File: config.mk
export PLATFORM = sky130hd
export DESIGN_NAME = icache_mem_flat
export DESIGN_NICKNAME = d
export VERILOG_FILES = /design/src/design/fetch_pkg.sv /design/src/design/cachemem_if.sv /design/src/design/icache_mem.sv /design/src/flat_wrapper.sv
export SDC_FILE = /design/constraint.sdc
export NUM_CORES = 2
export LEC_CHECK = 0
export ABC_AREA = 0
export BUFFER_PORTS_ARGS = -buffer_cell sky130_fd_sc_hd__buf_2
export CAP_MARGIN = 20
export CORE_MARGIN = 1
export CORE_UTILIZATION = 30
export CTS_BUF_LIST = sky130_fd_sc_hd__clkbuf_8
export DETAILED_ROUTE_END_ITERATION = 16
export GPL_ROUTABILITY_DRIVEN = 0
export PLACE_DENSITY = 0.5
export SYNTH_ARGS = -nofsm -noshare
export SYNTH_HDL_FRONTEND = slang
export SYNTH_SLANG_ARGS = --single-unit
File: constraint.sdc
create_clock -name clock -period 12 [get_ports clock]
set_input_delay 2.4 -clock clock [delete_from_list [all_inputs] [get_ports clock]]
set_output_delay 2.4 -clock clock [all_outputs]
set_load 0.1 [all_outputs]
File: src/design/fetch_pkg.sv
`default_nettype none

package fetch_pkg;

  // bus and pipeline word types
  typedef logic [63:0] addr_t;     // byte address, also the pc
  typedef logic [63:0] line_t;     // one memory word = one cache line
  typedef logic [31:0] inst_t;     // single instruction
  typedef logic [3:0]  mem_tag_t;  // 0 means no transaction
  typedef logic [1:0]  bus_cmd_t;

  // memory bus commands
  localparam bus_cmd_t BUS_NONE = 2'h0;
  localparam bus_cmd_t BUS_LOAD = 2'h1;

  // default sizes, both powers of two
  localparam int DEF_CACHE_LINES = 32;
  localparam int DEF_FB_DEPTH    = 8;

  // icache miss handling
  typedef enum logic [1:0] {
    IDLE,       // hits pass through, a miss issues the load at once
    REQUEST,    // load was refused, retry the latched line
    WAIT_DATA   // load accepted, waiting for the tag to come back
  } icache_state_e;

endpackage

`default_nettype wire

File: src/design/cachemem_if.sv
`timescale 1ns/1ps
`default_nettype none

interface cachemem_if import fetch_pkg::*; #(
  parameter int CACHE_LINES = DEF_CACHE_LINES
) ();

  localparam int IDX_W = $clog2(CACHE_LINES);
  localparam int TAG_W = 64 - 3 - IDX_W;

  logic [IDX_W-1:0] rd_idx;
  logic [TAG_W-1:0] rd_tag;
  line_t            rd_data;
  logic             rd_hit;
  logic             wr_en;
  logic [IDX_W-1:0] wr_idx;
  logic [TAG_W-1:0] wr_tag;
  line_t            wr_data;

  modport ctrl (output rd_idx, rd_tag, wr_en, wr_idx, wr_tag, wr_data, input rd_data, rd_hit);
  modport mem  (input rd_idx, rd_tag, wr_en, wr_idx, wr_tag, wr_data, output rd_data, rd_hit);

endinterface

`default_nettype wire

File: src/design/icache_mem.sv
`timescale 1ns/1ps
`default_nettype none

module icache_mem import fetch_pkg::*; #(
  parameter int CACHE_LINES = DEF_CACHE_LINES
) (
  input  logic        clock,
  input  logic        rst_n,
  cachemem_if.mem     cif
);

  localparam int IDX_W = $clog2(CACHE_LINES);
  localparam int TAG_W = 64 - 3 - IDX_W;

  line_t            data_mem [CACHE_LINES];
  logic [TAG_W-1:0] tag_mem  [CACHE_LINES];
  logic [CACHE_LINES-1:0] valid;

  // only the valid bits need clearing
  always_ff @(posedge clock or negedge rst_n) begin
    if (!rst_n) begin
      valid <= '0;
    end else if (cif.wr_en) begin
      valid[cif.wr_idx] <= 1'b1;
    end
  end

  always_ff @(posedge clock) begin
    if (cif.wr_en) begin
      data_mem[cif.wr_idx] <= cif.wr_data;
      tag_mem[cif.wr_idx]  <= cif.wr_tag;
    end
  end

  // zero latency lookup
  assign cif.rd_data = data_mem[cif.rd_idx];
  assign cif.rd_hit  = valid[cif.rd_idx] && (tag_mem[cif.rd_idx] == cif.rd_tag);

endmodule

`default_nettype wire

File: src/flat_wrapper.sv
// flat-port wrapper written by rule: the top's interface ports become plain ports
module icache_mem_flat import fetch_pkg::*;
#(
  parameter int CACHE_LINES = DEF_CACHE_LINES
)
  (clock, rst_n, cif_rd_idx, cif_rd_tag, cif_wr_en, cif_wr_idx, cif_wr_tag, cif_wr_data, cif_rd_data, cif_rd_hit);
  cachemem_if #(.CACHE_LINES(CACHE_LINES)) cif_i ();
  input  logic clock;
  input  logic rst_n;
  input wire logic [$bits(cif_i.rd_idx)-1:0] cif_rd_idx;
  input wire logic [$bits(cif_i.rd_tag)-1:0] cif_rd_tag;
  input wire logic [$bits(cif_i.wr_en)-1:0] cif_wr_en;
  input wire logic [$bits(cif_i.wr_idx)-1:0] cif_wr_idx;
  input wire logic [$bits(cif_i.wr_tag)-1:0] cif_wr_tag;
  input wire logic [$bits(cif_i.wr_data)-1:0] cif_wr_data;
  output wire logic [$bits(cif_i.rd_data)-1:0] cif_rd_data;
  output wire logic [$bits(cif_i.rd_hit)-1:0] cif_rd_hit;
  assign cif_i.rd_idx = cif_rd_idx;
  assign cif_i.rd_tag = cif_rd_tag;
  assign cif_i.wr_en = cif_wr_en;
  assign cif_i.wr_idx = cif_wr_idx;
  assign cif_i.wr_tag = cif_wr_tag;
  assign cif_i.wr_data = cif_wr_data;
  assign cif_rd_data = cif_i.rd_data;
  assign cif_rd_hit = cif_i.rd_hit;
  icache_mem #(.CACHE_LINES(CACHE_LINES)) u_core (.clock(clock), .rst_n(rst_n), .cif(cif_i));
endmodule
-- Yosys cells after proc, flatten, opt, wreduce, memory -nomap -nowiden
Memories as Yosys holds them, arrays and structs flattened.
Index checks and enable logic that the tools add are counted.
- order comparisons: 3
- equality and inequality tests: 1
- shift operators: 0
- reductions and logical operators: 2
- add/sub/neg operators: 0
- multiply operators: 0
- div/mod/pow operators: 0
- bitwise logic cells: 1
- muxes and demuxes: 6
- operators by type and width (kind ; number):
    $eq A56 B56 Y1 ; 1
    $or A32 B32 Y32 ; 1
    $lt A5 B6 Y1 const B ; 2
    $bmux W1 S5 ; 1
    $demux W1 S5 ; 1
    $ge A5 B1 Y1 const B ; 1
    $mux W1 ; 4
    $logic_and A1 B1 Y1 ; 2
- bits of input ports: 189
- memory bits (writable): 3840
- bits in read-only memories: 0
- output and inout port bits: 65
- bits in latches: 0
- word-level logic and storage cells: 16
- flip-flop bits (word level): 32
- memories kept: 2
- memories (memory ; depth ; bits a word ; rd ports ; clocked after memory_dff ; write ports ; RTL line ; RTL):
    u_core.data_mem ; 32 ; 64 ; 1 ; 0 ; 1 ; icache_mem.sv:15 ; line_t data_mem [CACHE_LINES];
    u_core.tag_mem ; 32 ; 56 ; 1 ; 0 ; 1 ; icache_mem.sv:16 ; logic [TAG_W-1:0] tag_mem [CACHE_LINES];

-- Logic depth before layout (Yosys ltp)
- word-level depth: 5
- depth in mapped cells: 15
- depth with buffers taken out: 9

-- Worst setup path before layout
OpenSTA, ideal clock, no wires.
- path kind: input port to output port
- start point: input port cif_rd_idx[1]
- end point: output port cif_rd_hit
- setup slack: 3.067 ns
- stages: 11
- required time: 9.600 ns
- buffers on the path: 5
- arrival time: 6.533 ns
- cell sequence: buf_6 > buf_2 > buf_4 > buf_2 > buf_1 > mux4_2 > mux4_2 > xnor2_1 > nand4_1 > o22a_1 > nor4_2
- longest elaborated chain between the ends: 3
- elaborated cells on any way between the ends: 5
- classes of those cells: 1 x eq/ne; 2 x mux; 1 x reduce/logical; 1 x memory
- RTL lines (element ; RTL line ; RTL):
    from (decl) ; flat_wrapper.sv:10 ; input wire logic [$bits(cif_i.rd_idx)-1:0] cif_rd_idx;
    $mem_v2 Z32 W56 or $bmux W1 S5 (tied branches) ; n/a ;
    $eq A56 B56 Y1 or $mux W1 (tied branches) ; icache_mem.sv:37 ; assign cif.rd_hit = valid[cif.rd_idx] && (tag_mem[cif.rd_idx] == cif.rd_tag);
    $logic_and A1 B1 Y1 * ; icache_mem.sv:37 ;
    to (decl) ; flat_wrapper.sv:17 ; output wire logic [$bits(cif_i.rd_hit)-1:0] cif_rd_hit;
Mark *: on every way between the ends. The rest lies on a longest branch, timed or not. The select of a mux whose other input is x is not followed.

-- Worst setup path after layout
- start point: input port cif_rd_idx[0]
- end point: output port cif_rd_hit
Same word-level chain as after synthesis.

==> flow_summary.ini <==
[synthesis]
synth_fa_ha_area_share_pct = 0
synth_edf_count = 3840
ys_ff_latch = 3872
synth-compound-area-share_pct = 1.246
yosys.area_share.simple_pct = 1.510
synth-xor-area-share_pct = 0.4021
synth_top_family_by_area = multiplexers
synth_area_um2 = 148100
syn-num-nets = 6431
ys_warn_count = 0
yosysSeqAreaShare_pct = 78.40
synth_area_per_cell_um2 = 23.73
synthCells = 6242
ys.flop_type = edfxtp_1
synth.distinct_cells = 69
ys_async_sr_fraction_pct = 0.8264
synth_mux_area_share_pct = 17.22

[detailed_routing]
drt-total-wl_mm = 454.9
num_vias = 72195
wl_per_cell_um = 32.62
ant_nets = 0
dr.pass1.iters = 5
remaining_drc_errors = 0
first_iter_violations = 7967
viasPerCell = 5.177

[cells_and_area]
fillers = 45762
synthToLayoutAreaGrowth_pct = 13.96
ff_latch_area_um2 = 116100
fin_util_pct = 34.39
layout_common_cells = edfxtp_1, mux4_2, clkbuf_8
nets = 7177
final_area_um2 = 168800
layout_commonest_cell = edfxtp_1
multi_input_area_um2 = 30450
drive_above_1_share_pct = 31.27

[floorplanning]
io_pins = 254
die_x_um = 704.6
rows = 257
coreArea_um2 = 490700
die_area_um2 = 496500
initial_core_util_pct = 30.18
die_y_um = 704.6

[sta]
final-max-slew-violation-count = 0
slew_headroom_pct = 8.223
max_freq_ghz = 0.09872
fin_hold_ws_ns = 0.4632
tightestPinTransition_ns = 1.377
timing.final.crit_period_ns = 10.13
fin_skew_ns = 0
grt_setup_unrepaired = false
period_share_pct = 84.42
finalHoldViolCount = 0
setup_viol_count_final = 0
fin_setup_tns_ns = 0

[clock_network]
h-tree-depth = 6
cts_resized = 0
clockRootBuffer = clkbuf_8
cts.sinks = 3872
cts_setup_buffers = 0
clock_path_buffers = 4
cts.clk_slew.worst_paths_ns = 0.06
holdBufCountCts = 0
cts-buffers-inserted = 618
clock_latency_ns = 1.05
cts_tree = built

[place]
placed_area_um2 = 157900
io_buffers = 253
dp_hpwl_mm = 231.2

[run_status]
status = finished, final reports clean

[critical_path]
worstPathCellList = buf_12 -> buf_12 -> buf_4 -> mux2i_1 -> o22ai_1 -> nor2_1 -> xor2_1 -> nand4_1 -> or4_1 -> nor4_2 -> buf_12
worstPathRequired_ns = 9.60
path_class = input pin to output port
critical-path-top-delay-family = buffers and inverters
crit_path_frequent_cell = buf_12
end_kind = output port
crit_slowest_cell = nor4_2
cp-start-kind = input pin
path_buf_inv = 4
worst-endpoint-arrival_ns = 7.73
critical_path.max_fanout = 80
crit_path_max_incr_delay_ns = 0.72

[pwr]
leakage_nw = 53.01
power_density_nw_per_um2 = 160.3
vdd_ir_drop_max_mv = 0.08637

[grt]
gr-total-overflow = 0
grt_usage_pct = 17.85
grt_first_pass_wirelength_mm = 616.7
antenna_found_initial = 119
grt_max_degree = 131
grt_pass1_vias = 74215

[min_path]
hp-class = register to register

[job]
cap_violations = 0
[kinds of logic (layout without fill, tap and decap cells)]
group,Yosys count,in the layout
other cells,0,27
flops,3872,3872
buf+inv,328,1528
xor+xnor,68,68
mux,1222,1222
simple gates,504,504
compound gates,248,248
[path summary, 6_finish.rpt]
kind                                       start               end  slack, ns  cells after the start
worst max-delay path               cif_rd_idx[0]        cif_rd_hit       1.87                     11
max in group asynchronous                  rst_n  u_core.valid[14]      10.06                      1
min in group asynchronous                  rst_n  u_core.valid[17]       1.45                      1
worst min-delay path            u_core.valid[19]  u_core.valid[19]       0.46                      1
worst max register to register  u_core.valid[10]  u_core.valid[10]      11.20                      1
worst min register to register  u_core.valid[19]  u_core.valid[19]       0.46                      1
[flip-flops by register name, indices dropped and copies added, names as in the netlist]
name             flops
u_core.data_mem   2048
u_core.tag_mem    1792
u_core.valid        32
[metal layers]
layer	vias to the layer above	global-route usage, %	part of all wire [%]
li1	28285	-	-
met1	39969	23.95	41
met2	3161	29.44	49
met3	740	3.974	7.5
met4	40	4.555	2.5
met5	-	0	0.050
[synthesized netlist by cell type (8+ instances only)]
cell type,number,area [µm²]
buf_4,20,150.1
dfrtp_1,32,800.8
nor2_1,75,281.5
o22ai_1,40,250.2
nand2_1,294,1104
or2_2,34,212.7
a22oi_1,27,202.7
xnor2_1,40,350.3
a21oi_1,44,220.2
xor2_1,28,245.2
o21ai_0,17,85.08
buf_1,52,195.2
a31oi_1,9,56.30
o221ai_1,15,131.4
nand4_1,14,87.58
edfxtp_1,3840,115300
nand3_1,12,60.06
mux2_2,19,214.0
nand2b_1,8,50.05
a32oi_1,15,131.4
a211oi_1,25,187.7
clkbuf_1,104,390.4
a221oi_1,12,105.1
buf_2,102,510.5
mux4_2,1042,23470
a22o_1,10,87.58
nor2b_1,20,125.1
mux4_1,13,341.6
mux2i_1,147,1471
buf_6,34,382.9
[final cells by class]
type / count / area share, %
Timing Repair Buffer: 447 / 1.924
Sequential cell: 3872 / 68.80
Tap cell: 6475 / 4.800
Clock inverter: 442 / 1.217
Multi-Input combinational cell: 2042 / 18.04
Antenna cell: 27 / 0.04003
Clock buffer: 632 / 5.154
Inverter: 7 / 0.02521
[power breakdown]
group / switching [mW] / total, mW / internal (mW)
registers: 0.0454 / 15.1 / 15.1
clock network: 5.22 / 10.2 / 5.00
logic: 1.15 / 1.73 / 0.582
[stage by stage]
| stage | setup slack (ns) | total power [mW] | std cells |
|---|---|---|---|
| after floorplan | 3.067 | 16.44 | 6242 |
| after global placement | 1.782 | 17.11 | 12840 |
| after detailed placement | 1.856 | 17.15 | 12842 |
| after CTS | 1.820 | 27.35 | 13916 |
| after global routing | 1.688 | 27.99 | 13927 |
| final | 1.870 | 27.06 | 13944 |
(Power assumes the default switching activity.)
