**src/design/fetch_pkg.sv**
```systemverilog
`default_nettype none

package fetch_pkg;

  // bus and pipeline word types
  typedef logic [63:0] addr_t;     // byte address, also the pc
  typedef logic [63:0] line_t;     // one memory word = one cache line
  typedef logic [31:0] inst_t;     // single instruction
  typedef logic [3:0]  mem_tag_t;  // 0 means no transaction
  typedef logic [1:0]  bus_cmd_t;

  // memory bus commands
  localparam bus_cmd_t BUS_NONE = 2'h0;
  localparam bus_cmd_t BUS_LOAD = 2'h1;

  // default sizes, both powers of two
  localparam int DEF_CACHE_LINES = 32;
  localparam int DEF_FB_DEPTH    = 8;

  // icache miss handling
  typedef enum logic [1:0] {
    IDLE,       // hits pass through, a miss issues the load at once
    REQUEST,    // load was refused, retry the latched line
    WAIT_DATA   // load accepted, waiting for the tag to come back
  } icache_state_e;

endpackage

`default_nettype wire

```
**src/design/cachemem_if.sv**
```systemverilog
`timescale 1ns/1ps
`default_nettype none

interface cachemem_if import fetch_pkg::*; #(
  parameter int CACHE_LINES = DEF_CACHE_LINES
) ();

  localparam int IDX_W = $clog2(CACHE_LINES);
  localparam int TAG_W = 64 - 3 - IDX_W;

  logic [IDX_W-1:0] rd_idx;
  logic [TAG_W-1:0] rd_tag;
  line_t            rd_data;
  logic             rd_hit;
  logic             wr_en;
  logic [IDX_W-1:0] wr_idx;
  logic [TAG_W-1:0] wr_tag;
  line_t            wr_data;

  modport ctrl (output rd_idx, rd_tag, wr_en, wr_idx, wr_tag, wr_data, input rd_data, rd_hit);
  modport mem  (input rd_idx, rd_tag, wr_en, wr_idx, wr_tag, wr_data, output rd_data, rd_hit);

endinterface

`default_nettype wire

```
**src/design/icache_ctrl.sv**
```systemverilog
`timescale 1ns/1ps
`default_nettype none

module icache_ctrl import fetch_pkg::*; #(
  parameter int CACHE_LINES = DEF_CACHE_LINES
) (
  input  logic     clock,
  input  logic     rst_n,
  input  addr_t    fetch_addr,
  input  mem_tag_t mem2proc_response,
  input  mem_tag_t mem2proc_tag,
  input  line_t    mem2proc_data,
  output bus_cmd_t proc2mem_command,
  output addr_t    proc2mem_addr,
  output line_t    line_data,
  output logic     line_valid,
  cachemem_if.ctrl cif
);

  localparam int IDX_W = $clog2(CACHE_LINES);
  localparam int TAG_W = 64 - 3 - IDX_W;

  icache_state_e    state, state_nxt;
  logic [IDX_W-1:0] cur_idx, miss_idx;
  logic [TAG_W-1:0] cur_tag, miss_tag;
  mem_tag_t         pend_tag;   // tag of the outstanding load
  logic             live;       // low until the first edge out of reset
  logic             miss;
  logic             accepted;
  logic             fill;

  // direct mapped split, 8 byte lines
  assign cur_idx = fetch_addr[IDX_W+2:3];
  assign cur_tag = fetch_addr[63:IDX_W+3];

  assign cif.rd_idx = cur_idx;
  assign cif.rd_tag = cur_tag;
  assign line_data  = cif.rd_data;
  assign line_valid = cif.rd_hit;   // hits pass straight through

  assign miss = live && (state == IDLE) && !cif.rd_hit;

  // a new miss goes out in the same cycle, a refused one is replayed from the latch
  assign proc2mem_command = (miss || state == REQUEST) ? BUS_LOAD : BUS_NONE;
  assign proc2mem_addr    = (state == REQUEST) ? {miss_tag, miss_idx, 3'b000}
                                               : {fetch_addr[63:3], 3'b000};

  assign accepted = (proc2mem_command == BUS_LOAD) && (mem2proc_response != '0);
  assign fill     = (state == WAIT_DATA) && (mem2proc_tag == pend_tag);

  // fill goes to the latched line even if fetch has moved on
  assign cif.wr_en   = fill;
  assign cif.wr_idx  = miss_idx;
  assign cif.wr_tag  = miss_tag;
  assign cif.wr_data = mem2proc_data;

  always_comb begin
    state_nxt = state;
    case (state)
      IDLE:      if (miss) state_nxt = accepted ? WAIT_DATA : REQUEST;
      REQUEST:   if (accepted) state_nxt = WAIT_DATA;
      WAIT_DATA: if (fill) state_nxt = IDLE;
      default:   state_nxt = IDLE;
    endcase
  end

  always_ff @(posedge clock or negedge rst_n) begin
    if (!rst_n) begin
      state    <= IDLE;
      live     <= 1'b0;
      pend_tag <= '0;
    end else begin
      state <= state_nxt;
      live  <= 1'b1;
      if (accepted) pend_tag <= mem2proc_response;
    end
  end

  // missing line, held until the fill
  always_ff @(posedge clock) begin
    if (miss) begin
      miss_idx <= cur_idx;
      miss_tag <= cur_tag;
    end
  end

endmodule

`default_nettype wire

```
**src/flat_wrapper.sv**
```systemverilog
// flat-port wrapper written by rule: the top's interface ports become plain ports
module icache_ctrl_flat import fetch_pkg::*;
#(
  parameter int CACHE_LINES = DEF_CACHE_LINES
)
  (clock, rst_n, fetch_addr, mem2proc_response, mem2proc_tag, mem2proc_data, proc2mem_command, proc2mem_addr, line_data, line_valid, cif_rd_idx, cif_rd_tag, cif_wr_en, cif_wr_idx, cif_wr_tag, cif_wr_data, cif_rd_data, cif_rd_hit);
  cachemem_if #(.CACHE_LINES(CACHE_LINES)) cif_i ();
  input  logic clock;
  input  logic rst_n;
  input  addr_t fetch_addr;
  input  mem_tag_t mem2proc_response;
  input  mem_tag_t mem2proc_tag;
  input  line_t mem2proc_data;
  output bus_cmd_t proc2mem_command;
  output addr_t proc2mem_addr;
  output line_t line_data;
  output logic line_valid;
  output wire logic [$bits(cif_i.rd_idx)-1:0] cif_rd_idx;
  output wire logic [$bits(cif_i.rd_tag)-1:0] cif_rd_tag;
  output wire logic [$bits(cif_i.wr_en)-1:0] cif_wr_en;
  output wire logic [$bits(cif_i.wr_idx)-1:0] cif_wr_idx;
  output wire logic [$bits(cif_i.wr_tag)-1:0] cif_wr_tag;
  output wire logic [$bits(cif_i.wr_data)-1:0] cif_wr_data;
  input wire logic [$bits(cif_i.rd_data)-1:0] cif_rd_data;
  input wire logic [$bits(cif_i.rd_hit)-1:0] cif_rd_hit;
  assign cif_rd_idx = cif_i.rd_idx;
  assign cif_rd_tag = cif_i.rd_tag;
  assign cif_wr_en = cif_i.wr_en;
  assign cif_wr_idx = cif_i.wr_idx;
  assign cif_wr_tag = cif_i.wr_tag;
  assign cif_wr_data = cif_i.wr_data;
  assign cif_i.rd_data = cif_rd_data;
  assign cif_i.rd_hit = cif_rd_hit;
  icache_ctrl #(.CACHE_LINES(CACHE_LINES)) u_core (.clock(clock), .rst_n(rst_n), .fetch_addr(fetch_addr), .mem2proc_response(mem2proc_response), .mem2proc_tag(mem2proc_tag), .mem2proc_data(mem2proc_data), .proc2mem_command(proc2mem_command), .proc2mem_addr(proc2mem_addr), .line_data(line_data), .line_valid(line_valid), .cif(cif_i));
endmodule
```
**config.mk**
```make
export PLATFORM = sky130hd
export DESIGN_NAME = icache_ctrl_flat
export DESIGN_NICKNAME = d
export VERILOG_FILES = /design/src/design/fetch_pkg.sv /design/src/design/cachemem_if.sv /design/src/design/icache_ctrl.sv /design/src/flat_wrapper.sv
export SDC_FILE = /design/constraint.sdc
export NUM_CORES = 1
export LEC_CHECK = 0
export BUFFER_PORTS_ARGS = -buffer_cell sky130_fd_sc_hd__buf_2
export CORE_AREA = 2 2 203 205
export DETAILED_ROUTE_END_ITERATION = 12
export DIE_AREA = 0 0 205 207
export SKIP_LAST_GASP = 1
export SYNTH_ARGS = -nofsm -noshare
export SYNTH_HDL_FRONTEND = slang
export SYNTH_SLANG_ARGS = --single-unit
```
**constraint.sdc**
```tcl
create_clock -name clock -period 6.8 [get_ports clock]
set_input_delay 0.68 -clock clock [delete_from_list [all_inputs] [get_ports clock]]
set_output_delay 0.68 -clock clock [all_outputs]
set_load 0.02 [all_outputs]
```
# Yosys cells after proc, flatten, opt, wreduce, memory -nomap -nowiden

Cells that the tools add are included.

Register bits after elaboration: 68
Output and inout bits: 318

Eq/ne operators: 7
Muxes and demuxes: 7
Reduce and logical (&&, ||, !) cells: 9

Operators by type and width:

| operator             | count |
|---|---|
| $mux W64             | 1 |
| $mux W2              | 4 |
| $pmux W2 S3          | 1 |
| $eq A2 B1 Y1 const B | 2 |
| $eq A4 B4 Y1         | 1 |
| $logic_and A1 B1 Y1  | 4 |
| $ne A2 B1 Y1 const B | 2 |
| $reduce_bool A4 Y1   | 1 |
| $reduce_and A3 Y1    | 1 |
| $eq A2 B2 Y1 const B | 1 |
| $logic_not A2 Y1     | 1 |
| $ne A2 B2 Y1 const B | 1 |
| $logic_not A1 Y1     | 1 |
| $logic_or A1 B1 Y1   | 1 |
| $mux W1              | 1 |

# Depth between registers and ports, before layout

Depth in word-level cells: 10
Depth in mapped cells: 4
Depth with buffers taken out: 3

# Worst setup path before layout

Ideal clock, no wire load.

Kind: input-to-reg
Start point: in cif_rd_hit
End point: reg u_core.miss_idx[0] (netlist: u_core.cif.wr_idx[0]), enable pin
Library setup time: 0.555 ns
Data arrival time: 4.959 ns
Data required time: 6.245 ns
Setup slack: 1.286 ns
Stages: 2
Buffers on the path: 0
Path through: nand2b_4 > nor3_1

Word-level cells in the longest chain between the ends: 2

Ends and longest elaborated chain:

| element              | line               | RTL |
|---|---|---|
| start, declared      | flat_wrapper.sv:25 | `input wire logic [$bits(cif_i.rd_hit)-1:0] cif_rd_hit;` |
| $logic_not A1 Y1     | icache_ctrl.sv:41  | `assign miss = live && (state == IDLE) && !cif.rd_hit;` |
| $logic_and A1 B1 Y1  | icache_ctrl.sv:41  |  |
| net u_core.miss      | icache_ctrl.sv:28  | `logic miss;` |
| end signal, assigned | icache_ctrl.sv:82  | `miss_idx <= cur_idx;` |
| end, declared        | icache_ctrl.sv:24  | `logic [IDX_W-1:0] cur_idx, miss_idx;` |

The timed path passes the listed nets, and every way through them passes these cells.
A chain may end at the register's enable or synchronous reset.

# Final worst setup path

Start point: reg u_core.state[1]
End point: out proc2mem_addr[28]

Word-level cells in the longest chain between the ends: 2

Ends and longest elaborated chain:

| element                | line               | RTL |
|---|---|---|
| start, declared        | icache_ctrl.sv:23  | `icache_state_e state, state_nxt;` |
| start signal, assigned | icache_ctrl.sv:73  | `state <= state_nxt;` |
| $eq A2 B1 Y1           | icache_ctrl.sv:45  | `assign proc2mem_addr = (state == REQUEST) ? {miss_tag, miss_idx, 3'b000}` |
| $mux W64               | icache_ctrl.sv:45  |  |
| end, declared          | flat_wrapper.sv:15 | `output addr_t proc2mem_addr;` |

Every way passes these cells.

==> results.md <==
* Site row count at 74
* Crit-path leading delay family: buffers and inverters
* Final slew viol count at 0
* Die W at a little over 200 microns
* First-pass GRT wire length at roughly 17000 microns
* VDD IR max at 119 uV
* DP HPWL at 9920 microns
* CP Capture Type: primary output
* Worst-margin pin slew at 0.807 ns
* # DRC at 0
* Max-cap violation count at 0
* Inst Count DP at 946
* Slowest CP cell: nor2_4
* Setup CP Type: register to primary output
* Layout Cells excl Fill at 962
* Fin nets at ~630
* RSZ-0062 raised after global routing: no
* Routed WL per cell at 13.2 microns
* Peak Freq at around 290 MHz
* Sequential area share after synthesis at ~46%
* CP Launch Type: register
* Tot Pwr at ~0.0013 W
* Util after Layout at 12.8%
* Total wire length at 12700 microns
* H-tree depth at 3
* Sw Share at slightly above 30%
* Crit path time final at ~3.4 ns
* R2r endpoint: u_core.cif.wr_idx[0]$_DFFE_PP_
* Logic pwr share at 21.5%
* Clock Skews at about 0.012 ns
* Syn Std Cell Area at 0.00440 sq mm
* Post-route ant nets at 0
* Primary FF master, synth: edfxtp_1
* Crit path capture: proc2mem_addr[28]
* R2R Setup Slk at 5.27 ns
* Via count at 2681
* Crit-path max cell delay at around 0.65 ns
* Reg-to-reg startpoint: u_core.state[1]$_DFFE_PN0P_
* Root Driver: clkbuf_16
* GRT Overall Usage at between 5 and 6%
* Worst setup path start: u_core.state[1]$_DFFE_PN0P_
* Initial core utilization at 10.9%
* Fin. Hold Viols at 0
* Initial antenna violation count at 0
* CTS tree: built
* GR Overflow Total at 0
* DRT iter0 DRCs at 77
* Clock transition at the registers of the reported paths at 0.06 ns
* CP cell instances: nor2_4 > buf_4 > mux2_2 > buf_2
* Post-CTS Setup Inserts at 0
* Crit path depth at 4
* Worst Path Required at 6.12 ns
* Die area at approximately 0.042 sq mm
* Worst EP arrival at 2.75 ns
* Total CTS buffers at 9
* Async S/R FF share, synth at 10.3%
* Library cells used by synthesis at 22
* Post-CTS resize count at 0
* Share of layout cells above drive strength 1 at 78.4%
* FF-to-FF path depth at 2
* Setup violations, final at 0
* Hold Path Class: input pin to asynchronous set/reset pin
* Worst-path fanout max at 37
* PwrDens at 253 mW/mm^2
* Vias in the first global route at 2481
* Post-synth EDFFs at 61
* Port Buf Inserts at 257
* Synth Instances at 351
* Clock share of power at 36.9%
* Syn Area/Cell at 12.5 sq um
* Flops & latches, synth at 68
* NetSw at 0.000403 W
* Status: complete, no violations
* Die Span Y at 207 microns
* Clock sinks at 68
* CP Buf/Inv Count at 2
* Int Pwr at between 0.0009 and 0.001 W
* Sequential fraction of design power at 41.6%
* Syn. warnings at 0
* Largest net degree at the start of global routing at 38
* Clock Path Buffers at 2
* Area Growth Syn to Fin at 17.3%
* Hold_buf cts at 0
* DRT Pass-1 Iters at 4
* I/O pins at 521
* Setup TNS at 0 ns
* Pleak at 2.11 nW
* Core area at 0.0404 sq mm
* Fin crit share at between 50% and 60%
* Placer's final routability congestion estimate at 0.697
* Vias per cell at around 2.8
* Ant diodes at 0
* Skew-Pair Late Insertion Delay at 0.37 ns
* Headroom to the max-slew limit at 46.1%
[stage by stage]
step	hold slack, ns	worst slack (ns)	instance area, sq um
6_report	0.131	3.37	5150
5_1_grt	0.106	3.13	5150
4_1_cts	0.0911	3.23	5150
3_5_place_dp	0.517	3.67	4870
3_3_place_gp	0.515	3.69	4870
2_1_floorplan	0.384	1.29	4410
[cells in the final DEF, fill, tap and decap left out]
cell type and instances:
a22o_2 2, nand2b_4 1, clkinv_4 1, clkbuf_16 9, edfxtp_1 61, buf_2 257
clkinv_1 1, nor3_2 1, xnor2_1 4, dfrtp_1 7, or4_1 1, inv_1 1
mux2_1 5, conb_1 5, nand4_1 1, a32o_1 1, a21oi_1 1, nor2_4 1
a211o_2 1, clkinv_2 2, and2_1 1, mux2_4 2, nor3b_1 1, mux2_2 56
buf_4 3, clkbuf_1 2, bufinv_16 1, nor4_1 1
[power by group through the flow]
stage          clock network (W)  registers [W]  logic [W]
2_1_floorplan                  0       0.000587   0.000269
3_3_place_gp                   0       0.000550   0.000282
3_5_place_dp                   0       0.000550   0.000285
4_1_cts                 0.000516       0.000543   0.000285
5_1_grt                 0.000529       0.000548   0.000299
6_report                0.000481       0.000543   0.000280
[worst min-delay path by stage]
stage,start,to,slack (ns),cells after the start
2_1_floorplan,rst_n,u_core.live$_DFF_PN0_,0.38,0
3_3_place_gp,rst_n,u_core.live$_DFF_PN0_,0.52,1
3_5_place_dp,u_core.pend_tag[0]$_DFFE_PN0P_,u_core.pend_tag[0]$_DFFE_PN0P_,0.52,1
4_1_cts,rst_n,u_core.live$_DFF_PN0_,0.09,1
5_1_grt,rst_n,u_core.live$_DFF_PN0_,0.11,1
6_report,rst_n,u_core.live$_DFF_PN0_,0.13,1
[cell families after synthesis]
logic type	share of synthesized area, %
flip-flops	45.7
buffers and inverters	34.6
AND/OR/NAND/NOR	1.45
XOR/XNOR	0.797
other	0.171
multiplexers	16.3
AO/OA/AOI/OAI	1.02
[Yosys cell counts, types with 2 or more instances]
| library cell | count | share of area, % |
|---|---|---|
| conb_1 | 2 | 0.17 |
| a22o_2 | 2 | 0.46 |
| xnor2_1 | 4 | 0.80 |
| buf_6 | 4 | 1.0 |
| mux2_2 | 56 | 14 |
| buf_4 | 196 | 33 |
| mux2_4 | 2 | 0.68 |
| dfrtp_1 | 7 | 4.0 |
| mux2_1 | 5 | 1.3 |
| edfxtp_1 | 61 | 42 |
[layout make-up]
cell class                      count  area, sq um
Fill cell                        4586        35200
Clock inverter                      5         52.6
Tap cell                          532          666
Inverter                            1         3.75
Timing Repair Buffer              260         1310
Clock buffer                       11          233
Sequential cell                    68         2010
Multi-Input combinational cell     85          885
[layer usage]
layer / vias to the layer above / part of all wire (%) / track usage, %
met2: 241 / 41 / 7.44
met4: 2 / 7.5 / 5.68
met3: 75 / 14 / 4.39
li1: 1152 / - / -
met1: 1211 / 37 / 5.64
met5: - / 0.27 / 0.691
[registers in the layout, summed over array words and instances (netlist names)]
register	flops
u_core.state	2
u_core.live	1
u_core.cif.wr_tag	56
u_core.cif.wr_idx	5
u_core.pend_tag	4
Note: power is estimated with default switching activity, not from simulation.
