`config.mk`:
```
export PLATFORM = sky130hd
export DESIGN_NAME = fetch_stage_flat
export DESIGN_NICKNAME = d
export VERILOG_FILES = /design/src/design/fetch_pkg.sv /design/src/design/fetch_if.sv /design/src/design/fetch_stage.sv /design/src/flat_wrapper.sv
export SDC_FILE = /design/constraint.sdc
export NUM_CORES = 1
export LEC_CHECK = 0
export BUFFER_PORTS_ARGS = -buffer_cell sky130_fd_sc_hd__buf_2
export CAP_MARGIN = 20
export CORE_AREA = 2 2 126 128
export CTS_BUF_LIST = sky130_fd_sc_hd__clkbuf_4
export CTS_CLUSTER_DIAMETER = 200
export DETAILED_ROUTE_END_ITERATION = 12
export DIE_AREA = 0 0 128 130
export GPL_ROUTABILITY_DRIVEN = 0
export SLEW_MARGIN = 20
export SYNTH_ARGS = -nofsm -noshare
export SYNTH_HDL_FRONTEND = slang
export SYNTH_SLANG_ARGS = --single-unit
export TNS_END_PERCENT = 1
```
`constraint.sdc`:
```
create_clock -name clock -period 3.1 [get_ports clock]
set_input_delay 0 -clock clock [delete_from_list [all_inputs] [get_ports clock]]
set_output_delay 0 -clock clock [all_outputs]
set_load 0.005 [all_outputs]
```
`src/design/fetch_pkg.sv`:
```
`default_nettype none

package fetch_pkg;

  // bus and pipeline word types
  typedef logic [63:0] addr_t;     // byte address, also the pc
  typedef logic [63:0] line_t;     // one memory word = one cache line
  typedef logic [31:0] inst_t;     // single instruction
  typedef logic [3:0]  mem_tag_t;  // 0 means no transaction
  typedef logic [1:0]  bus_cmd_t;

  // memory bus commands
  localparam bus_cmd_t BUS_NONE = 2'h0;
  localparam bus_cmd_t BUS_LOAD = 2'h1;

  // default sizes, both powers of two
  localparam int DEF_CACHE_LINES = 32;
  localparam int DEF_FB_DEPTH    = 8;

  // icache miss handling
  typedef enum logic [1:0] {
    IDLE,       // hits pass through, a miss issues the load at once
    REQUEST,    // load was refused, retry the latched line
    WAIT_DATA   // load accepted, waiting for the tag to come back
  } icache_state_e;

endpackage

`default_nettype wire

```
`src/design/fetch_if.sv`:
```
`timescale 1ns/1ps
`default_nettype none

interface fetch_if import fetch_pkg::*; ();

  logic  push;      // pair valid this cycle
  addr_t pc;        // pc of inst_0
  inst_t inst_0;
  inst_t inst_1;    // at pc + 4
  logic  fetch_en;  // buffer has room

  modport src (
    output push, pc, inst_0, inst_1,
    input  fetch_en
  );

  modport dst (
    input  push, pc, inst_0, inst_1,
    output fetch_en
  );

endinterface

`default_nettype wire

```
`src/design/fetch_stage.sv`:
```
`timescale 1ns/1ps
`default_nettype none

module fetch_stage import fetch_pkg::*; (
  input  logic    clock,
  input  logic    rst_n,
  input  logic    redirect_en,
  input  addr_t   redirect_pc,
  input  line_t   line_data,
  input  logic    line_valid,
  output addr_t   fetch_addr,
  fetch_if.src    fif
);

  addr_t pc;

  // pc is always line aligned, so it doubles as the line address
  assign fetch_addr = pc;

  // low word sits at pc, high word at pc + 4
  assign fif.pc     = pc;
  assign fif.inst_0 = line_data[31:0];
  assign fif.inst_1 = line_data[63:32];
  assign fif.push   = line_valid && fif.fetch_en;

  always_ff @(posedge clock or negedge rst_n) begin
    if (!rst_n) begin
      pc <= '0;
    end else if (redirect_en) begin
      pc <= {redirect_pc[63:3], 3'b000};  // redirect wins over advance
    end else if (fif.push) begin
      pc <= pc + 64'd8;
    end
  end

endmodule

`default_nettype wire

```
`src/flat_wrapper.sv`:
```
// flat-port wrapper written by rule: the top's interface ports become plain ports
module fetch_stage_flat import fetch_pkg::*;
  (clock, rst_n, redirect_en, redirect_pc, line_data, line_valid, fetch_addr, fif_push, fif_pc, fif_inst_0, fif_inst_1, fif_fetch_en);
  fetch_if fif_i ();
  input  logic clock;
  input  logic rst_n;
  input  logic redirect_en;
  input  addr_t redirect_pc;
  input  line_t line_data;
  input  logic line_valid;
  output addr_t fetch_addr;
  output wire logic [$bits(fif_i.push)-1:0] fif_push;
  output wire logic [$bits(fif_i.pc)-1:0] fif_pc;
  output wire logic [$bits(fif_i.inst_0)-1:0] fif_inst_0;
  output wire logic [$bits(fif_i.inst_1)-1:0] fif_inst_1;
  input wire logic [$bits(fif_i.fetch_en)-1:0] fif_fetch_en;
  assign fif_push = fif_i.push;
  assign fif_pc = fif_i.pc;
  assign fif_inst_0 = fif_i.inst_0;
  assign fif_inst_1 = fif_i.inst_1;
  assign fif_i.fetch_en = fif_fetch_en;
  fetch_stage u_core (.clock(clock), .rst_n(rst_n), .redirect_en(redirect_en), .redirect_pc(redirect_pc), .line_data(line_data), .line_valid(line_valid), .fetch_addr(fetch_addr), .fif(fif_i));
endmodule
```
; Yosys cells after proc, flatten, opt, wreduce, memory -nomap -nowiden
; Index checks and enable logic that the tools add are counted.
; W data, S select, Z words.
[classes]
muxes = 2
reduce_logical = 2
n_addsub = 1
[op_table]
columns = operator, count
row1 = $mux W64, 2
row2 = $add A64 B4 Y64 const B, 1
row3 = $reduce_bool A2 Y1, 1
row4 = $logic_and A1 B1 Y1, 1
[word_totals]
reg_bits = 64
wordCells = 6
out_inout_bits = 193
inputBits = 133

; Longest topological paths before layout
; Gate-level depths: netlist (run 1).
[logic_depth]
depth_word = 3
depth_mapped = 7
depth_no_buf = 6

; Worst setup path before layout (run 1)
; Ideal clock, no wire load.
[synth_timing]
path_kind = register to register
start = reg u_core.pc[11] (netlist: u_core.fetch_addr[11])
end = reg u_core.pc[56] (netlist: u_core.fetch_addr[56])
t_required_ns = 3.018
t_arrival_ns = 2.196
path_buffers = 0
slack_ns = 0.822
path_stages_with_launch = 6
setup_time_ns = 0.082
path_cell_list = dfrtp_1 > nand4_1 > or4_4 > or3_4 > or4_1 > a31oi_1
[synth_via]
elab_chain_cells = 3
[synth_rtl]
columns = element, line
row1 = start: declaration, fetch_stage.sv:15  ; addr_t pc;
row2 = start signal: assignment, fetch_stage.sv:30  ; pc <= {redirect_pc[63:3], 3'b000};
row3 = start signal: assignment, fetch_stage.sv:32  ; pc <= pc + 64'd8;
row4 = $add A64 B4 Y64, fetch_stage.sv:32
row5 = $mux W64, fetch_stage.sv:31  ; end else if (fif.push) begin
row6 = $mux W64, fetch_stage.sv:29  ; end else if (redirect_en) begin
; No other way between the ends. The select of a mux whose other input is x is not followed.
; A chain may end at the register's enable or synchronous reset.

; Worst setup path in the final report (run 1)
[layout_timing]
start = reg u_core.pc[18] (netlist: u_core.fetch_addr[18])
end = reg u_core.pc[56] (netlist: u_core.fetch_addr[56])
; Same word-level chain as after synthesis.

==> impl_metrics.yaml, run 1 <==
run_status:
  status: "complete, no violations"
yosys:
  yosysMostFrequentCell: "buf_4"
  synth_xor_area_frac: 0.07145
  synth_edf_count: 0
  synth_top_family_by_area: "simple AND/OR/NAND/NOR gates"
  yosysTopAreaCellShare: 0.3366
  syn_inst: 549
  synth_area_mm2: 0.004536
  synth-main-ff-cell: "dfrtp_1"
  ys_seq_elements: 61
  ys_seq_area_frac: 0.3366
  yosys-top-cells-count: "131 x buf_4, 61 x dfrtp_1, 61 x nand2_1, 44 x o21ai_0, 34 x nor2_1"
  synth-compound-area-share: 0.1043
  synth.distinct_cells: 37
  synthAdderAreaFrac: 0.002759
  async_flop_share: 1.000
  synth.largest_area_cell: "dfrtp_1"
  ys_warn_count: 0
  synth.area.top_cells: "dfrtp_1 34%, buf_4 22%, nand2_1 5.0%"
  synthMuxAreaShare: 0.009655
  yosys.area_share.simple: 0.2375
  syn_area_per_cell_um2: 8.262
timing:
  finalSetupTns_ps: 0
  period_minus_slack_ps: 2573
  max-slew-margin-rel: 0.5352
  slew_viol_final: 0
  setup_viol: 0
  max_freq_mhz: 388.7
  finalHoldViolCount: 0
  grt_setup_unrepaired: "no"
  finClkSkew_ps: 16.20
  hold_ws_ps: 0.001435
  tightest_slew_ps: 697.2
  fin_ws_ps: 527.2
  finalCritPeriodShare: 0.8299
die:
  die_w_um: 128
  die_h_um: 130
  placementRows: 46
  core_area_mm2: 0.01542
  start_util: 0.2940
  die_area_mm2: 0.01664
  io_pins: 326
finish:
  largest_reg_flops: 61
  fin_nets: 816
  drive_gt1_frac: 0.3275
  area_delta_synth_final_pct: 23.28
power:
  switchingPower_uw: 665.1
  power_mw: 2.118
  p_clk_frac: 0.306
  seqPwrFrac: 0.468
  swShare: 0.3140
  p_per_area_mw_per_mm2: 378.8
  max-vdd-ir-drop_uv: 216.4
  power.internal_mw: 1.453
  pwr-share-comb: 0.226
  p_leak_nw: 2.427
clocking:
  clk_pin_slew_ps: 100
  insertion_delay_ps: 440
  htreeDepth: 3
  cts_tree: "built"
  numCtsBuffers: 9
  cts_num_sinks: 61
  clockBufferDepth: 2
  cts_root_buf: "clkbuf_4"
setup_path:
  path_max_fanout: 7
  crit_arrival_ps: 2940
  end_kind: "flip-flop"
  path_class: "reg -> reg"
  crit_required_ps: 3470
  worstSetupStartpointType: "flip-flop"
detailed_routing:
  first_iter_violations: 231
  via_per_inst: 4.956
  wl_per_cell_um: 16.86
  dr.pass1.iters: 4
  final_antenna_net_count: 0
  wl_mm: 14.86
  vias: 4366
  drc: 0
global_routing:
  grt_pass1_wl_mm: 22.56
  grt_pass1_vias: 4158
  grt_max_degree: 78
  antenna_found_initial: 1
  grt_usage: 0.1807
  grt-ovfl-total: 0
flow_run:
  maxCapViolCount: 0
placement:
  post-place-ws_ps: 580.1
  io_buffers: 188
  hpwlAfterDp_mm: 10.87
worst_hold_path:
  hold_class: "in -> out"
[power by group through the flow]
stage                     Combinational [mW]  Clock (mW)  Sequential [mW]
after floorplan                        0.334           0            0.985
after global placement                 0.419           0             1.00
after detailed placement               0.421           0             1.01
after CTS                              0.487       0.680            0.992
after global routing                   0.541       0.724             1.01
final                                  0.478       0.648            0.992
[cell type report]
cell class,count,area (µm²)
antenna,2,5.005
clock buffer,10,75.07
clock inverter,6,77.57
fill,1652,9833
inverter,7,26.28
multi-input combinational,338,1964
sequential,61,1526
tap,192,240.2
timing repair buffer,265,1677
[per-stage QoR]
step,util,cell area [µm²],instances
final,0.3625,5592,881
after global placement,0.3114,4803,800
after global routing,0.3625,5592,881
after floorplan,-,4554,554
after detailed placement,0.3114,4803,800
after CTS,0.3622,5587,879
[timing repair]
item / CTS / global route
setup endpoints to repair: 0 / 0
endpoints found under the hold margin: 122 / 0
hold buffers: 63 / 0
setup buffers: 0 / 0
resized for setup: 0 / 0
[critical path, stage by stage (launching register included)]
cell and delay [ps]:
dfrtp_1 490, nand4_1 300, or4_4 620, or3_4 420, or4_1 510, a31oi_1 170
[cells in the final DEF (no fill, tap or decap), drive strengths merged, types with 6 or more instances in the layout]
cell type / n
a31oi: 20
and3: 7
buf: 202
clkbuf: 10
conb: 6
dfrtp: 61
dlygate4sd3: 63
inv: 6
nand2: 61
nand3: 25
nand4: 27
nor2: 34
nor4: 14
o21ai: 44
o31ai: 11
or3: 12
or4: 12
xnor2: 12
xor2: 25
[cell families (layout without fill, tap and decap cells)]
kind of cell	after synthesis	in the layout
xor gates and xnor gates	37	37
AOI/OAI and AO/OA	80	80
adders and majority gates	1	1
other	1	8
buffers and inverters	155	288
and+or+nand+nor	210	210
muxes	4	4
DFF	61	61
[final timing paths]
path / cells after the start / start / slack [ps] / end
setup reg to reg: 5 / u_core.fetch_addr[18] / 530 / u_core.fetch_addr[56]
hold reg to reg: 2 / u_core.fetch_addr[61] / 620 / u_core.fetch_addr[61]
setup / recovery: 5 / u_core.fetch_addr[18] / 530 / u_core.fetch_addr[56]
hold / removal: 0 / line_data[56] / 0.001 / fif_inst_1[24]
max in group asynchronous: 3 / rst_n / 2050 / u_core.fetch_addr[54]
min in group asynchronous: 3 / rst_n / 140 / u_core.fetch_addr[38]
[per-layer routing]
metal  part of all wire  GRT usage  up-vias
li1                   -          -     2074
met4              0.040     0.1021        2
met5             0.0042          0        -
met1               0.40     0.2047     2042
met3              0.055    0.03567       55
met2               0.50     0.3196      193
No activity file was read; power rests on OpenSTA's default activity.
==> inputs of run 2 (changes only) <==
- CORE_AREA: 2 2 126 128 -> 2 2 125 127
- DIE_AREA: 0 0 128 130 -> 0 0 127 129
- clock period: 3.1 -> 2.2 ns (I/O delays scaled with it)
==> impl_metrics.yaml, run 2 (synthesized netlist as in run 1, its figures left out) <==
run_status:
  status: "complete, no violations"
setup_path:
  worstSetupStartpointType: "flip-flop"
  r2r_slack_ps: 70
  startpoint: "u_core.fetch_addr[11]"
  path_class: "reg -> reg"
  path_max_fanout: 11
  cp-endpoint: "u_core.fetch_addr[59]"
  crit_arrival_ps: 2480
  reg2reg_from: "u_core.fetch_addr[11]"
  reg2reg_depth: 7
  crit_required_ps: 2540
  rr_endpoint: "u_core.fetch_addr[59]"
  end_kind: "flip-flop"
timing:
  finalHoldViolCount: 0
  finalCritPeriodShare: 0.9701
  finalSetupTns_ps: 0
  slew_viol_final: 0
  setup_viol: 0
  max_freq_mhz: 468.5
  period_minus_slack_ps: 2134
  grt_setup_unrepaired: "yes"
  finClkSkew_ps: 19.06
  hold_ws_ps: 0.002002
finish:
  fin_nets: 860
  drive_gt1_frac: 0.3753
  diodes: 0
  final_cell_mix: "188 x buf_2, 62 x dlygate4sd3_1, 61 x nand2_1"
  mostFrequentLayoutCell: "buf_2"
  area_delta_synth_final_pct: 29.74
  largest_reg_flops: 61
  n_fill_cell: 1575
global_routing:
  grt_pass1_vias: 4247
  antenna_found_initial: 0
  grt_max_degree: 44
  grt_usage: 0.1808
  grt-ovfl-total: 0
  grt_pass1_wl_mm: 22.68
clocking:
  cts_root_buf: "clkbuf_4"
  numCtsBuffers: 9
  cts_tree: "built"
  htreeDepth: 3
  clockBufferDepth: 2
  cts_num_sinks: 61
  insertion_delay_ps: 420
  clk_pin_slew_ps: 100
detailed_routing:
  first_iter_violations: 193
  final_antenna_net_count: 0
  wl_mm: 15.13
  via_per_inst: 4.911
  drc: 0
  vias: 4508
  dr.pass1.iters: 5
  wl_per_cell_um: 16.48
flow_run:
  maxCapViolCount: 0
worst_hold_path:
  hold_class: "in -> out"
die:
  placementRows: 45
  io_pins: 326
  die_h_um: 129
  die_w_um: 127
  die_area_mm2: 0.01638
  core_area_mm2: 0.01498
  start_util: 0.3028
placement:
  io_buffers: 188
  hpwlAfterDp_mm: 11.58
power:
  max-vdd-ir-drop_uv: 174.5
  p_per_area_mw_per_mm2: 477.8
  p_leak_nw: 2.629
  power_mw: 2.812
run 2: where the power goes:
part	internal, mW	switching [mW]
Combinational	0.432	0.404
Clock	0.214	0.431
Sequential	1.22	0.107
run 2: what timing repair did:
action	CTS	global route
pin swaps	0	5
setup endpoints to repair	1	23
hold buffers	62	0
endpoints found under the hold margin	122	0
gates resized for setup	0	8
setup buffers	1	0
run 2: how the worst min path moves through the flow:
stage | startpoint | to | cells after the start
finish | line_data[36] | fif_inst_1[4] | 0
global route | line_data[1] | fif_inst_0[1] | 0
CTS | line_data[20] | fif_inst_0[20] | 0
detailed placement | rst_n | u_core.fetch_addr[50] | 1
global placement | rst_n | u_core.fetch_addr[50] | 1
floorplan | rst_n | u_core.fetch_addr[10] | 0
run 2: layer usage:
metal / GRT usage / wire length (µm) / up-vias
met1: 0.2070 / 5881 / 2129
met5: 0 / 0 / -
met4: 0.07046 / 432 / 0
met3: 0.04241 / 912 / 45
li1: - / - / 2151
met2: 0.3273 / 7900 / 183
run 2: cell type report:
type / count / area, µm² / area share
Timing Repair Buffer: 309 / 2012 / 0.3419
Inverter: 7 / 26.28 / 0.004465
Clock inverter: 6 / 31.28 / 0.005316
Clock buffer: 9 / 67.56 / 0.01148
Sequential cell: 61 / 1529 / 0.2598
Multi-Input combinational cell: 338 / 1983 / 0.3370
Tap cell: 188 / 235.2 / 0.03997
run 2: stage by stage:
stage                 util  cell area, µm²  cells  setup slack, ps
floorplan                -            4554    554            74.59
global placement    0.3421            5124    840            37.98
detailed placement  0.3421            5124    840            32.04
CTS                 0.3906            5851    918            13.30
global route        0.3929            5884    918           -80.42
finish              0.3929            5884    918            65.75
run 2: critical path, cell delays in order, from the launching register on:
cell and delay, ps:
dfrtp_1 380, nand4_1 140, buf_4 170, nor4_2 230, buf_4 220, nand4_1 240
or4_1 520, a31oi_1 170
==> inputs of run 3 (changes only) <==
- GPL_TIMING_DRIVEN: default -> 0
==> impl_metrics.yaml, run 3 (synthesized netlist as in run 1, its figures left out) <==
run_status:
  status: "complete, no violations"
global_routing:
  grt_pass1_vias: 4937
  grt_usage: 0.1929
  grt_pass1_wl_mm: 24.77
  antenna_found_initial: 0
  grt_max_degree: 40
  grt-ovfl-total: 0
worst_hold_path:
  hold_class: "in -> async"
timing:
  slew_viol_final: 0
  finalHoldViolCount: 0
  setup_viol: 0
  max_freq_mhz: 454.7
  grt_setup_unrepaired: "yes"
  max-slew-margin-rel: 0.6121
  period_minus_slack_ps: 2199
  finalCritPeriodShare: 0.9996
  tightest_slew_ps: 581.8
  finClkSkew_ps: 6.658
finish:
  finalInstanceArea_mm2: 0.007330
  fin_nets: 1052
  drive_gt1_frac: 0.5265
  mostFrequentLayoutCell: "buf_2"
  final_util: 0.4894
  area_delta_synth_final_pct: 61.60
  largest_reg_flops: 61
  stdcell_count: 1111
  diodes: 0
  final_cell_mix: "253 x buf_2, 167 x buf_4, 62 x dlygate4sd3_1"
detailed_routing:
  first_iter_violations: 259
  dr.pass1.iters: 5
  drc: 0
  final_antenna_net_count: 0
  wl_per_cell_um: 14.84
  wl_mm: 16.49
  vias: 5185
  via_per_inst: 4.667
clocking:
  insertion_delay_ps: 420
  htreeDepth: 3
  numCtsBuffers: 9
  cts_num_sinks: 61
  cts_tree: "built"
  clockBufferDepth: 2
  clk_pin_slew_ps: 110
  cts_root_buf: "clkbuf_4"
placement:
  hpwlAfterDp_mm: 12.32
  io_buffers: 252
  dpl.cell_count: 995
  place_area_mm2: 0.006081
setup_path:
  reg2reg_depth: 6
  reg2reg_from: "u_core.fetch_addr[14]"
  worstSetupStartpointType: "flip-flop"
  path_max_fanout: 5
  r2r_slack_ps: 0.9
  crit_required_ps: 2550
  end_kind: "flip-flop"
  rr_endpoint: "u_core.fetch_addr[56]"
  path_class: "reg -> reg"
  crit_arrival_ps: 2550
power:
  p_per_area_mw_per_mm2: 458.1
  max-vdd-ir-drop_uv: 223.5
  p_leak_nw: 3.501
  power_mw: 3.358
die:
  die_area_mm2: 0.01638
  die_w_um: 127
  die_h_um: 129
  start_util: 0.3028
  io_pins: 326
  core_area_mm2: 0.01498
  placementRows: 45
flow_run:
  maxCapViolCount: 0
## run 3: repair_timing
item,4_1_cts,5_1_grt
buffers inserted,26,11
endpoints found under the hold margin,122,0
endpoints found under the setup margin,40,28
pin swaps,13,9
gates cloned,0,1
hold buffers,62,0
gates resized for setup,38,18
## run 3: how the worst max path moves through the flow
stage / startpoint / endpoint / cells after the start / slack, ps
3_3_place_gp: u_core.fetch_addr[6] / u_core.fetch_addr[50] / 6 / -810
3_5_place_dp: u_core.fetch_addr[6] / u_core.fetch_addr[50] / 6 / -830
6_report: u_core.fetch_addr[14] / u_core.fetch_addr[56] / 6 / 0.9
5_1_grt: u_core.fetch_addr[14] / u_core.fetch_addr[56] / 6 / -90
4_1_cts: u_core.fetch_addr[14] / u_core.fetch_addr[56] / 6 / -40
2_1_floorplan: u_core.fetch_addr[18] / u_core.fetch_addr[56] / 5 / 70
## run 3: metrics by stage
| step | setup WS (ps) | setup TNS, ps | hold slack (ps) |
|---|---|---|---|
| 2_1_floorplan | 74.59 | 0 | -295.6 |
| 3_3_place_gp | -814.6 | -13340 | 166.2 |
| 3_5_place_dp | -829.5 | -13170 | -73.45 |
| 4_1_cts | -36.46 | -36.46 | 7.471 |
| 5_1_grt | -85.06 | -451.1 | 27.99 |
| 6_report | 0.9295 | 0 | 13.44 |
## run 3: area by class of cell
| cell class | instances | area, µm² |
|---|---|---|
| well taps | 188 | 235.2 |
| repair buffers | 353 | 2202 |
| clock inverters | 6 | 77.57 |
| clock buffers | 10 | 75.07 |
| plain buffers | 148 | 1057 |
| multi-input cells | 338 | 2101 |
| inverters | 7 | 26.28 |
| flip-flops and latches | 61 | 1555 |
| fillers | 1502 | 7647 |
## run 3: critical path, stage by stage, from the launching register on
cell,delay (ps)
dfrtp_2,400
nand4_1,80
buf_4,170
or4_4,520
or3_4,390
or4_1,410
a31oi_1,160
## run 3: report_power, final
group          switching, mW  internal, mW
combinational          0.414         0.628
clock                  0.451         0.463
sequential             0.172          1.23
total                   1.04          2.32
## run 3: per-layer routing
layer	share of wire	routed length, µm	up-vias	GRT usage
met3	0.055	904	19	0.02661
met2	0.53	8695	221	0.3596
met5	0	0	-	0
li1	-	-	2537	-
met4	0.018	289	0	0.06787
met1	0.40	6601	2408	0.2268
